$ cat config.mk
export PLATFORM = sky130hd
export DESIGN_NAME = dcache_tag_array
export DESIGN_NICKNAME = d
export VERILOG_FILES = /design/src/verilog/dcache_pkg.sv /design/src/verilog/dcache_tag_array.sv
export SDC_FILE = /design/constraint.sdc
export NUM_CORES = 1
export LEC_CHECK = 0
export ABC_AREA = 0
export BUFFER_PORTS_ARGS = -buffer_cell sky130_fd_sc_hd__buf_2
export CORE_MARGIN = 3
export CORE_UTILIZATION = 60
export CTS_CLUSTER_SIZE = 20
export DETAILED_ROUTE_END_ITERATION = 6
export HOLD_SLACK_MARGIN = 0.08
export PLACE_DENSITY = 0.8
export SKIP_LAST_GASP = 1
export SLEW_MARGIN = 20
export SYNTH_ARGS = -nofsm -noshare
export SYNTH_HDL_FRONTEND = slang
export SYNTH_SLANG_ARGS = --single-unit
$ cat constraint.sdc
create_clock -name clk -period 3.2 [get_ports clk]
set_input_delay 0.32 -clock clk [delete_from_list [all_inputs] [get_ports clk]]
set_output_delay 0.32 -clock clk [all_outputs]
set_load 0.03 [all_outputs]
$ cat src/verilog/dcache_pkg.sv
package dcache_pkg;

    localparam int ADDR_W   = 32;
    localparam int DATA_W   = 32;
    localparam int SET_W    = 3;
    localparam int TAG_W    = 27;
    localparam int OFS_W    = 2;
    localparam int NUM_SETS = 8;
    localparam int NUM_WAYS = 2;
    // word index into the 256-word backing memory
    localparam int MEM_AW   = 8;

    // address split into tag, set index and byte offset
    typedef struct packed {
        logic [TAG_W-1:0] tag;
        logic [SET_W-1:0] set;
        logic [OFS_W-1:0] offset;
    } dcache_addr_fields_t;

    typedef union packed {
        logic [ADDR_W-1:0]   word;
        dcache_addr_fields_t fields;
    } dcache_addr_u;

    typedef struct packed {
        logic              valid;
        logic              write;
        dcache_addr_u      addr;
        logic [DATA_W-1:0] wdata;
    } dcache_req_t;

    typedef struct packed {
        logic              valid;
        logic              hit;
        logic [DATA_W-1:0] rdata;
    } dcache_rsp_t;

    // captured request with valid high only in the lookup cycle
    typedef struct packed {
        logic              valid;
        logic              write;
        logic [SET_W-1:0]  set;
        logic [TAG_W-1:0]  tag;
        logic [MEM_AW-1:0] mem_idx;
        logic [DATA_W-1:0] wdata;
    } dcache_lookup_t;

    typedef struct packed {
        logic              en;
        logic              way;
        logic [SET_W-1:0]  set;
        logic [TAG_W-1:0]  tag;
        logic [DATA_W-1:0] data;
    } dcache_fill_t;

endpackage

$ cat src/verilog/dcache_tag_array.sv
`timescale 1ns/1ps

module dcache_tag_array (
    input  logic                            clk,
    input  logic                            arst_n_i,
    input  dcache_pkg::dcache_lookup_t      lookup_i,
    input  dcache_pkg::dcache_fill_t        fill_i,
    output logic [dcache_pkg::NUM_WAYS-1:0] way_hit_o,
    output logic [dcache_pkg::NUM_WAYS-1:0] way_valid_o
);
    import dcache_pkg::*;

    logic [NUM_SETS-1:0][NUM_WAYS-1:0] valid_q;
    logic [TAG_W-1:0]                  tag_q [NUM_SETS][NUM_WAYS];

    // a fill marks its way valid
    always_ff @(posedge clk or negedge arst_n_i) begin
        if (!arst_n_i) begin
            valid_q <= '0;
        end else if (fill_i.en) begin
            valid_q[fill_i.set][fill_i.way] <= 1'b1;
        end
    end

    always_ff @(posedge clk) begin
        if (fill_i.en) begin
            tag_q[fill_i.set][fill_i.way] <= fill_i.tag;
        end
    end

    // compare both ways of the selected set
    always_comb begin
        for (int w = 0; w < NUM_WAYS; w++) begin
            way_valid_o[w] = valid_q[lookup_i.set][w];
            way_hit_o[w]   = valid_q[lookup_i.set][w] &&
                             (tag_q[lookup_i.set][w] == lookup_i.tag);
        end
    end

endmodule

==> results of run 1 <==
-- final timing paths --
kind / to / slack, ns / cells after the start
worst min-delay path: tag_q[4][23] / 0.16 / 1
worst max register to register: valid_q[13] / 2.40 / 1
worst min register to register: valid_q[14] / 0.47 / 1
min in group asynchronous: valid_q[10] / 0.27 / 2
max in group asynchronous: valid_q[12] / 2.66 / 2
worst max-delay path: way_hit_o[1] / -0.14 / 7
-- synthesized netlist by cell type, types with 2 or more instances --
cell type / n
sky130_fd_sc_hd__nor2_1: 50
sky130_fd_sc_hd__mux4_2: 66
sky130_fd_sc_hd__buf_4: 5
sky130_fd_sc_hd__nor4b_1: 2
sky130_fd_sc_hd__a21boi_0: 2
sky130_fd_sc_hd__clkbuf_1: 4
sky130_fd_sc_hd__nand3b_1: 3
sky130_fd_sc_hd__o21ai_0: 26
sky130_fd_sc_hd__inv_1: 3
sky130_fd_sc_hd__o21a_1: 2
sky130_fd_sc_hd__edfxtp_1: 432
sky130_fd_sc_hd__a21oi_1: 3
sky130_fd_sc_hd__mux2_2: 2
sky130_fd_sc_hd__xnor2_1: 11
sky130_fd_sc_hd__buf_1: 5
sky130_fd_sc_hd__nor3_1: 8
sky130_fd_sc_hd__buf_12: 2
sky130_fd_sc_hd__a22oi_1: 10
sky130_fd_sc_hd__buf_6: 10
sky130_fd_sc_hd__buf_2: 14
sky130_fd_sc_hd__mux2i_1: 105
sky130_fd_sc_hd__or4_1: 3
sky130_fd_sc_hd__nand2b_1: 2
sky130_fd_sc_hd__nand3_1: 8
sky130_fd_sc_hd__dfrtp_1: 16
sky130_fd_sc_hd__nand2_1: 5
sky130_fd_sc_hd__or3_1: 25
sky130_fd_sc_hd__nand4b_1: 3
sky130_fd_sc_hd__or2_2: 16
sky130_fd_sc_hd__nor2b_1: 2
sky130_fd_sc_hd__nor4_1: 2
sky130_fd_sc_hd__a221oi_1: 8
sky130_fd_sc_hd__xor2_1: 10
sky130_fd_sc_hd__a22o_1: 28
sky130_fd_sc_hd__nand4_1: 12
-- layer usage --
metal	up-vias	wire, um	GRT usage (%)
met5	-	21	0
met4	4	1080	7.82
met3	89	3930	5.70
met2	572	19800	41.8
met1	4880	16000	37.3
li1	4020	-	-
-- layout make-up --
type                    count  area [um2]  share of cell area (%)
flip-flops and latches    448       13400                    64.9
inverters                   3        11.3                  0.0546
repair buffers            147        1080                    5.22
well taps                 384         480                    2.33
clock inverters            25         199                   0.965
multi-input cells         419        4290                    20.8
clock buffers              54        1190                    5.77
-- through the flow --
step / setup slack (ns) / hold WS (ns)
floorplan: 0.0199 / 0.0244
global placement: -0.0752 / 0.241
detailed placement: -0.0639 / 0.242
CTS: -0.146 / 0.140
global route: -0.207 / 0.150
finish: -0.140 / 0.155
-- power groups by stage --
stage	sequential (W)	combinational, W	clock [W]
after global routing	0.00663	0.000943	0.00523
after detailed placement	0.00675	0.000860	0
final	0.00663	0.000882	0.00494
after floorplan	0.00673	0.000496	0
after CTS	0.00662	0.000877	0.00500
after global placement	0.00674	0.000831	0
-- logic make-up after synthesis --
logic type             after synthesis  synth area share, %
AO/OA/AOI/OAI                       79                 3.18
XOR/XNOR                            21                 1.03
buffers and inverters               43                 1.72
flip-flops                         448                 75.2
multiplexers                       173                 14.4
AND/OR/NAND/NOR                    146                 4.47
-- critical path, delay by kind of cell, from the launching register on --
family,cells,cell delay (ns)
AND/OR/NAND/NOR,5,1.38
multiplexers,1,0.50
flip-flops,1,0.42
buffers and inverters,1,0.19
-- registers in the layout, indices dropped and copies added, names as in the netlist --
signal   cells
valid_q     16
tag_q      432
-- repair_timing --
item                       4_1_cts  5_1_grt
pin swaps                        8        6
hold buffers                     1        0
hold endpoints to repair        16        0
setup endpoints to repair        2        2
gates resized for setup         11        6
==> results.sh, run 1 <==
export IMPL_core_ar_mm2=0.0289
export IMPL_postSynthNetCount=1048
export IMPL_cp_required_ns=2.88
export IMPL_rsz0062_at_grt="true"
export IMPL_synth_warnings=0
export IMPL_postRouteWirelength_um=40900
export IMPL_synth_top_cell_by_area="sky130_fd_sc_hd__edfxtp_1"
export IMPL_global_placer_s_final_weighted_congestion=0.801
export IMPL_post_dp_hpwl_um=23900
export IMPL_max_slew_margin_rel_pct=51.1
export IMPL_comb_power_share_pct=7.1
export IMPL_synthesis_area_mm2=0.0178
export IMPL_post_cts_clock_slew_at_the_launch_and_capture_registers_of_the_worst_setup_and_hold_paths_ns=0.07
export IMPL_grt_pass1_wl_um=59900
export IMPL_timing_critical_path_cells="mux4_2, nor2_1, or3_4, nand4_1, or4_4, nor4_4, buf_6"
export IMPL_failed_checks="setup timing"
export IMPL_finalClockSkew_ns=0
export IMPL_antenna_violating_nets_post_route=0
export IMPL_share_clk_of_total_power_pct=39.7
export IMPL_proportion_of_layout_cells_with_a_drive_suffix_above_1_pct=29.6
export IMPL_cell_area_after_layout_mm2=0.0206
export IMPL_final_critical_path_setup_slack_ns=-0.140
export IMPL_fp_row_count=62
export IMPL_timing_critical_path_from="tag_q[3][2]"
export IMPL_critPathSlowestCell="sky130_fd_sc_hd__or4_4"
export IMPL_place_inst=1400
export IMPL_fp_dieW_um=178
export IMPL_cap_viol_max_count=0
export IMPL_layout_common_cells="sky130_fd_sc_hd__edfxtp_1 (432), sky130_fd_sc_hd__mux2i_1 (104), sky130_fd_sc_hd__buf_4 (71), sky130_fd_sc_hd__mux4_2 (66), sky130_fd_sc_hd__buf_2 (63)"
export IMPL_layoutNonFillerInstCount=1480
export IMPL_leakage_nw=7.09
export IMPL_dieArea_mm2=0.0317
export IMPL_synth_area_top_cells="sky130_fd_sc_hd__edfxtp_1 (73%), sky130_fd_sc_hd__mux4_2 (8.4%), sky130_fd_sc_hd__mux2i_1 (5.9%)"
export IMPL_fin_crit_sh_pct=104
export IMPL_initial_core_util_pct=61.5
export IMPL_clock_root_buffer="sky130_fd_sc_hd__clkbuf_16"
export IMPL_switching_share_pct=21.0
export IMPL_synth_top_cell_area_share_pct=73.0
export IMPL_insertedDiodeCount=0
export IMPL_p_seq_share_pct=53.2
export IMPL_postCtsSetupBuffers=0
export IMPL_outcome="complete, but fails checks"
export IMPL_drt_vias_per_instance=6.46
export IMPL_clkLatencyLatePin_ns=0.53
export IMPL_placed_cell_area_mm2=0.0191
export IMPL_yosys_reg_bits=448
export IMPL_synth_yosys_seq_area_share_pct=75.2
export IMPL_io_pin_count=142
export IMPL_crit_type="flip-flop to output pin"
export IMPL_cts_tree="yes"
export IMPL_mostFrequentLayoutCell="sky130_fd_sc_hd__edfxtp_1"
export IMPL_netSwitchingPower_w=0.00262
export IMPL_reg2reg_from="valid_q[13]"
export IMPL_final_hold_violating_endpoints=0
export IMPL_max_freq_mhz=299
export IMPL_overall_routing_resource_usage_pct=26.3
export IMPL_async_flop_share_pct=3.57
export IMPL_synth_lib_cells_used_distinct=40
export IMPL_post_route_util_pct=71.3
export IMPL_ctsLongestPathBuffers=3
export IMPL_cts_sink_count=448
export IMPL_power_density_cell_area_mw_per_mm2=604
export IMPL_final_nets=1201
export IMPL_grt_pass1_vias=9772
export IMPL_grt_overflow_total=0
export IMPL_drv_slew=0
export IMPL_max_vdd_ir_drop_uv=555
export IMPL_critical_path_max_fanout=2
export IMPL_post_drt_wl_per_cell_um=27.6
export IMPL_timing_setup_tns_ns=-0.230
export IMPL_critPathCaptureType="output pin"
export IMPL_timing_worst_slew_pin_value_ns=0.732
export IMPL_numPortBuffers=67
export IMPL_layout_min_cycle_time_ns=3.34
export IMPL_cp_arrival_ns=3.02
export IMPL_grt_antenna_before_repair=2
export IMPL_finalPower_w=0.0124
export IMPL_most_used_flip_flop_cell_after_synthesis="sky130_fd_sc_hd__edfxtp_1"
export IMPL_filler_cell_count=1684
export IMPL_die_h_um=178
export IMPL_worstSetupStartpointType="flip-flop"
export IMPL_cts_buffers_inserted=44
export IMPL_area_growth_syn_to_layout_pct=15.9
export IMPL_remaining_drc_errors=0
export IMPL_timing_hold_worst_class="input port to flip-flop"
export IMPL_synth_enable_flop_cells=432
export IMPL_h_tree_depth=2
export IMPL_pin_count_of_the_biggest_net_entering_global_routing=29
export IMPL_post_synth_inst_count=910
export IMPL_power_internal_w=0.00983
export IMPL_setup_viol_count_final=2
export IMPL_detail_route_iter0_violations=1148
export IMPL_drtPass1Iterations=5
export IMPL_synthesis_area_per_instance_um2=19.5
export IMPL_dr_total_vias=9565
export IMPL_worst_hold_startpoint="fill_i[55]"
export IMPL_crit_path_max_incr_delay_ns=0.58
Note: power is estimated with default switching activity, not from simulation.
==> run 2, diff against run 1 <==
REMOVE_ABC_BUFFERS = 1   (was unset)
==> results.sh, run 2 (same netlist as run 1, synthesis figures left out) <==
export IMPL_outcome="complete, but fails checks"
export IMPL_failed_checks="setup timing"
export IMPL_grt_overflow_total=0
export IMPL_cts_buffers_inserted=45
export IMPL_power_density_cell_area_mw_per_mm2=606
export IMPL_proportion_of_layout_cells_with_a_drive_suffix_above_1_pct=29.4
export IMPL_io_pin_count=142
export IMPL_max_slew_margin_rel_pct=54.2
export IMPL_drt_vias_per_instance=6.35
export IMPL_layout_min_cycle_time_ns=3.35
export IMPL_final_nets=1196
export IMPL_reg2reg_from="valid_q[14]"
export IMPL_layout_common_cells="sky130_fd_sc_hd__edfxtp_1 (432), sky130_fd_sc_hd__mux2i_1 (103), sky130_fd_sc_hd__mux4_2 (66), sky130_fd_sc_hd__buf_2 (63), sky130_fd_sc_hd__buf_4 (59)"
export IMPL_remaining_drc_errors=0
export IMPL_setup_viol_count_final=2
export IMPL_detail_route_iter0_violations=1077
export IMPL_layout_top_registers="tag_q: 432 flops, valid_q: 16 flops"
export IMPL_crit_type="flip-flop to output pin"
export IMPL_cts_sink_count=448
export IMPL_grt_pass1_wl_um=58300
export IMPL_max_freq_mhz=299
export IMPL_area_growth_syn_to_layout_pct=16.4
export IMPL_grt_pass1_vias=9594
export IMPL_clkLatencyLatePin_ns=0.53
export IMPL_fp_row_count=62
export IMPL_antenna_violating_nets_post_route=0
export IMPL_registers_top_by_ff_count="tag_q"
export IMPL_mostFrequentLayoutCell="sky130_fd_sc_hd__edfxtp_1"
export IMPL_hold_path_depth=1
export IMPL_clock_root_buffer="sky130_fd_sc_hd__clkbuf_16"
export IMPL_fp_dieW_um=178
export IMPL_rsz0062_at_grt="true"
export IMPL_post_cts_clock_slew_at_the_launch_and_capture_registers_of_the_worst_setup_and_hold_paths_ns=0.06
export IMPL_leakage_nw=7.07
export IMPL_preCtsSetupSlack_ns=-0.116
export IMPL_core_ar_mm2=0.0289
export IMPL_cp_required_ns=2.88
export IMPL_drtPass1Iterations=5
export IMPL_hold_path_endpoint="tag_q[2][53]"
export IMPL_initial_core_util_pct=61.5
export IMPL_post_dp_hpwl_um=23700
export IMPL_cts_tree="yes"
export IMPL_critPathCaptureType="output pin"
export IMPL_postRouteWirelength_um=39200
export IMPL_timing_worst_slew_pin_value_ns=0.685
export IMPL_fin_crit_sh_pct=105
export IMPL_grt_antenna_before_repair=2
export IMPL_final_critical_path_setup_slack_ns=-0.147
export IMPL_numPortBuffers=67
export IMPL_die_h_um=178
export IMPL_cp_arrival_ns=3.03
export IMPL_capture_point_of_the_worst_reg_to_reg_path="valid_q[14]"
export IMPL_overall_routing_resource_usage_pct=25.4
export IMPL_final_hold_violating_endpoints=0
export IMPL_ctsLongestPathBuffers=3
export IMPL_drv_slew=0
export IMPL_finalClockSkew_ns=0
export IMPL_dieArea_mm2=0.0317
export IMPL_largest_reg_flops=432
export IMPL_max_vdd_ir_drop_uv=510
export IMPL_pin_count_of_the_biggest_net_entering_global_routing=29
export IMPL_worst_hold_startpoint="fill_i[58]"
export IMPL_worstSetupStartpointType="flip-flop"
export IMPL_dr_total_vias=9380
export IMPL_global_placer_s_final_weighted_congestion=0.779
export IMPL_timing_hold_worst_class="input port to flip-flop"
export IMPL_filler_cell_count=1727
export IMPL_setup_reg_to_reg_worst_slack_ns=2.39
export IMPL_worstRegToRegCells=1
export IMPL_post_route_util_pct=71.6
export IMPL_critical_path_max_fanout=2
export IMPL_cap_viol_max_count=0
export IMPL_h_tree_depth=2
export IMPL_post_drt_wl_per_cell_um=26.6
run 2: cell type report:
| class | instances | area [um2] | area share [%] |
|---|---|---|---|
| Antenna cell | 2 | 5.00 | 0.0242 |
| Clock buffer | 55 | 1240 | 5.97 |
| Clock inverter | 25 | 199 | 0.961 |
| Inverter | 3 | 11.3 | 0.0544 |
| Multi-Input combinational cell | 419 | 4280 | 20.7 |
| Sequential cell | 448 | 13400 | 64.6 |
| Tap cell | 384 | 480 | 2.32 |
| Timing Repair Buffer | 141 | 1110 | 5.38 |
run 2: where the power goes:
group          internal [W]  switching (W)
clock               0.00291        0.00213
sequential          0.00658      0.0000436
combinational      0.000380       0.000497
total               0.00987        0.00267
run 2: stage by stage:
stage                     hold WS (ns)  setup TNS [ns]  cells  total power, W  instance area, um2
after detailed placement         0.261          -0.125   1394         0.00761               19200
after floorplan                 0.0244           -1.28    870         0.00714               17500
after global routing             0.144          -0.433   1475          0.0129               20700
after global placement           0.245         -0.0420   1394         0.00757               19200
final                            0.140          -0.290   1477          0.0125               20700
after CTS                        0.122          -0.313   1475          0.0126               20700
run 2: how the worst max path moves through the flow:
stage | slack (ns) | endpoint | start
CTS | -0.17 | way_hit_o[1] | tag_q[4][22]
detailed placement | -0.12 | way_hit_o[1] | lookup_i[67]
global route | -0.22 | way_hit_o[1] | tag_q[4][22]
global placement | -0.04 | way_hit_o[1] | lookup_i[67]
floorplan | -0.79 | way_hit_o[1] | lookup_i[68]
finish | -0.15 | way_hit_o[1] | tag_q[0][5]
run 2: critical path: stages (launching register included):
cell and delay [ns]:
sky130_fd_sc_hd__edfxtp_1 0.38, sky130_fd_sc_hd__mux4_2 0.47, sky130_fd_sc_hd__nor2_1 0.12, sky130_fd_sc_hd__or3_1 0.12, sky130_fd_sc_hd__nand4_1 0.21, sky130_fd_sc_hd__or4_4 0.61
sky130_fd_sc_hd__nor4_4 0.28, sky130_fd_sc_hd__buf_4 0.17, sky130_fd_sc_hd__buf_6 0.12
run 2: repair_timing:
item | CTS | global route
endpoints found under the setup margin | 2 | 2
pin swaps | 2 | 4
gates resized for setup | 10 | 4
hold buffers | 1 | 0
buffers inserted | 0 | 0
hold endpoints to repair | 16 | 0
run 2: metal layers:
layer,vias to the layer above,track usage (%),part of all wire (%)
met5,-,0,0.033
met1,4781,35.5,39
met4,2,8.90,3.3
met2,474,40.6,49
met3,106,5.13,8.8
li1,4017,-,-
==> run 3, diff against run 2 <==
MAX_ROUTING_LAYER = met4   (was unset)
==> results.sh, run 3 (same netlist as run 1, synthesis figures left out) <==
export IMPL_pin_count_of_the_biggest_net_entering_global_routing=29
export IMPL_dr_total_vias=9385
export IMPL_post_drt_wl_per_cell_um=26.6
export IMPL_largest_reg_flops=432
export IMPL_critPathCaptureType="output pin"
export IMPL_failed_checks="setup timing"
export IMPL_fp_dieW_um=178
export IMPL_cp_required_ns=2.88
export IMPL_cts_buffers_inserted=45
export IMPL_mostFrequentLayoutCell="sky130_fd_sc_hd__edfxtp_1"
export IMPL_area_growth_syn_to_layout_pct=16.4
export IMPL_timing_worst_slew_pin_value_ns=0.680
export IMPL_global_placer_s_final_weighted_congestion=0.790
export IMPL_critical_path_max_fanout=1
export IMPL_timing_hold_worst_class="input port to flip-flop"
export IMPL_leakage_nw=7.07
export IMPL_rsz0062_at_grt="true"
export IMPL_cap_viol_max_count=0
export IMPL_filler_cell_count=1726
export IMPL_fp_row_count=62
export IMPL_grt_pass1_vias=9591
export IMPL_max_slew_margin_rel_pct=54.6
export IMPL_finalClockSkew_ns=0
export IMPL_grt_pass1_wl_um=58300
export IMPL_post_dp_hpwl_um=23700
export IMPL_layout_common_cells="sky130_fd_sc_hd__edfxtp_1 (432), sky130_fd_sc_hd__mux2i_1 (103), sky130_fd_sc_hd__mux4_2 (66), sky130_fd_sc_hd__buf_2 (63), sky130_fd_sc_hd__buf_4 (59)"
export IMPL_finalPower_w=0.0125
export IMPL_grt_antenna_before_repair=2
export IMPL_dieArea_mm2=0.0317
export IMPL_cts_sink_count=448
export IMPL_worstSetupStartpointType="flip-flop"
export IMPL_initial_core_util_pct=61.5
export IMPL_drt_vias_per_instance=6.35
export IMPL_registers_top_by_ff_count="tag_q"
export IMPL_proportion_of_layout_cells_with_a_drive_suffix_above_1_pct=29.4
export IMPL_remaining_drc_errors=0
export IMPL_post_cts_clock_slew_at_the_launch_and_capture_registers_of_the_worst_setup_and_hold_paths_ns=0.06
export IMPL_drtPass1Iterations=5
export IMPL_layout_top_registers="tag_q: 432 flops, valid_q: 16 flops"
export IMPL_clock_root_buffer="sky130_fd_sc_hd__clkbuf_16"
export IMPL_max_vdd_ir_drop_uv=508
export IMPL_die_h_um=178
export IMPL_antenna_violating_nets_post_route=0
export IMPL_power_density_cell_area_mw_per_mm2=606
export IMPL_overall_routing_resource_usage_pct=26.1
export IMPL_ctsLongestPathBuffers=3
export IMPL_drv_slew=0
export IMPL_crit_type="flip-flop to output pin"
export IMPL_final_critical_path_setup_slack_ns=-0.139
export IMPL_setup_viol_count_final=2
export IMPL_postRouteWirelength_um=39300
export IMPL_detail_route_iter0_violations=1063
export IMPL_h_tree_depth=2
export IMPL_post_route_util_pct=71.6
export IMPL_timing_setup_tns_ns=-0.242
export IMPL_cts_tree="yes"
export IMPL_core_ar_mm2=0.0289
export IMPL_numPortBuffers=67
export IMPL_final_nets=1196
export IMPL_fin_crit_sh_pct=104
export IMPL_clkLatencyLatePin_ns=0.53
export IMPL_max_freq_mhz=299
export IMPL_grt_overflow_total=0
export IMPL_layout_min_cycle_time_ns=3.34
export IMPL_final_hold_violating_endpoints=0
export IMPL_cp_arrival_ns=3.02
export IMPL_outcome="complete, but fails checks"
export IMPL_io_pin_count=142
-- run 3: cell types whose count changed in the layout (fill, tap and decap cells not counted) --
cell                      before  now
sky130_fd_sc_hd__diode_2       2    3
-- run 3: final timing paths --
kind	slack [ns]	to	start	cells past startpoint
worst max-delay path	-0.14	way_hit_o[1]	tag_q[7][25]	8
worst min-delay path	0.14	tag_q[4][9]	fill_i[41]	1
worst max register to register	2.39	valid_q[14]	valid_q[14]	1
worst min register to register	0.46	valid_q[11]	valid_q[11]	1
max in group asynchronous	2.69	valid_q[0]	arst_n_i	2
min in group asynchronous	0.24	valid_q[8]	arst_n_i	2
-- run 3: report_power, final --
part	total [W]	switching (W)	internal, W
sequential	0.00663	0.0000435	0.00658
combinational	0.000878	0.000497	0.000380
clock	0.00505	0.00213	0.00291
-- run 3: layout make-up --
| class | count | area [um2] | share of cell area [%] |
|---|---|---|---|
| diodes | 3 | 7.51 | 0.0363 |
| clock buffers | 55 | 1240 | 5.97 |
| clock inverters | 25 | 199 | 0.961 |
| inverters | 3 | 11.3 | 0.0544 |
| multi-input cells | 419 | 4280 | 20.7 |
| flip-flops and latches | 448 | 13400 | 64.6 |
| well taps | 384 | 480 | 2.32 |
| repair buffers | 141 | 1110 | 5.38 |
-- run 3: timing repair --
item	4_1_cts	5_1_grt
hold buffers	1	0
pin swaps	2	4
buffers inserted	0	0
gates resized for setup	10	4
endpoints found under the setup margin	2	2
endpoints found under the hold margin	16	0
-- run 3: metal layers --
layer	global-route usage, %	share of wire [%]	up-vias
met1	35.3	39	4803
met5	-	0	-
met2	40.7	49	457
met4	9.06	3.5	0
li1	-	-	4015
met3	5.07	8.4	110
-- run 3: through the flow --
| stage | instances | setup WS [ns] | hold WS (ns) | area, um2 |
|---|---|---|---|---|
| after floorplan | 870 | -0.795 | 0.0244 | 17500 |
| after global placement | 1394 | -0.0420 | 0.245 | 19200 |
| after detailed placement | 1394 | -0.116 | 0.261 | 19200 |
| after CTS | 1475 | -0.172 | 0.122 | 20700 |
| after global routing | 1477 | -0.233 | 0.144 | 20700 |
| final | 1478 | -0.139 | 0.145 | 20700 |
-- run 3: worst max-delay path: stages (launching register included) --
cell and delay (ns):
sky130_fd_sc_hd__edfxtp_1 0.37, sky130_fd_sc_hd__mux4_2 0.48, sky130_fd_sc_hd__mux2i_1 0.17, sky130_fd_sc_hd__xor2_1 0.19, sky130_fd_sc_hd__nand3_1 0.13, sky130_fd_sc_hd__or4_4 0.55, sky130_fd_sc_hd__nor4_4 0.28, sky130_fd_sc_hd__buf_4 0.17
sky130_fd_sc_hd__buf_6 0.12
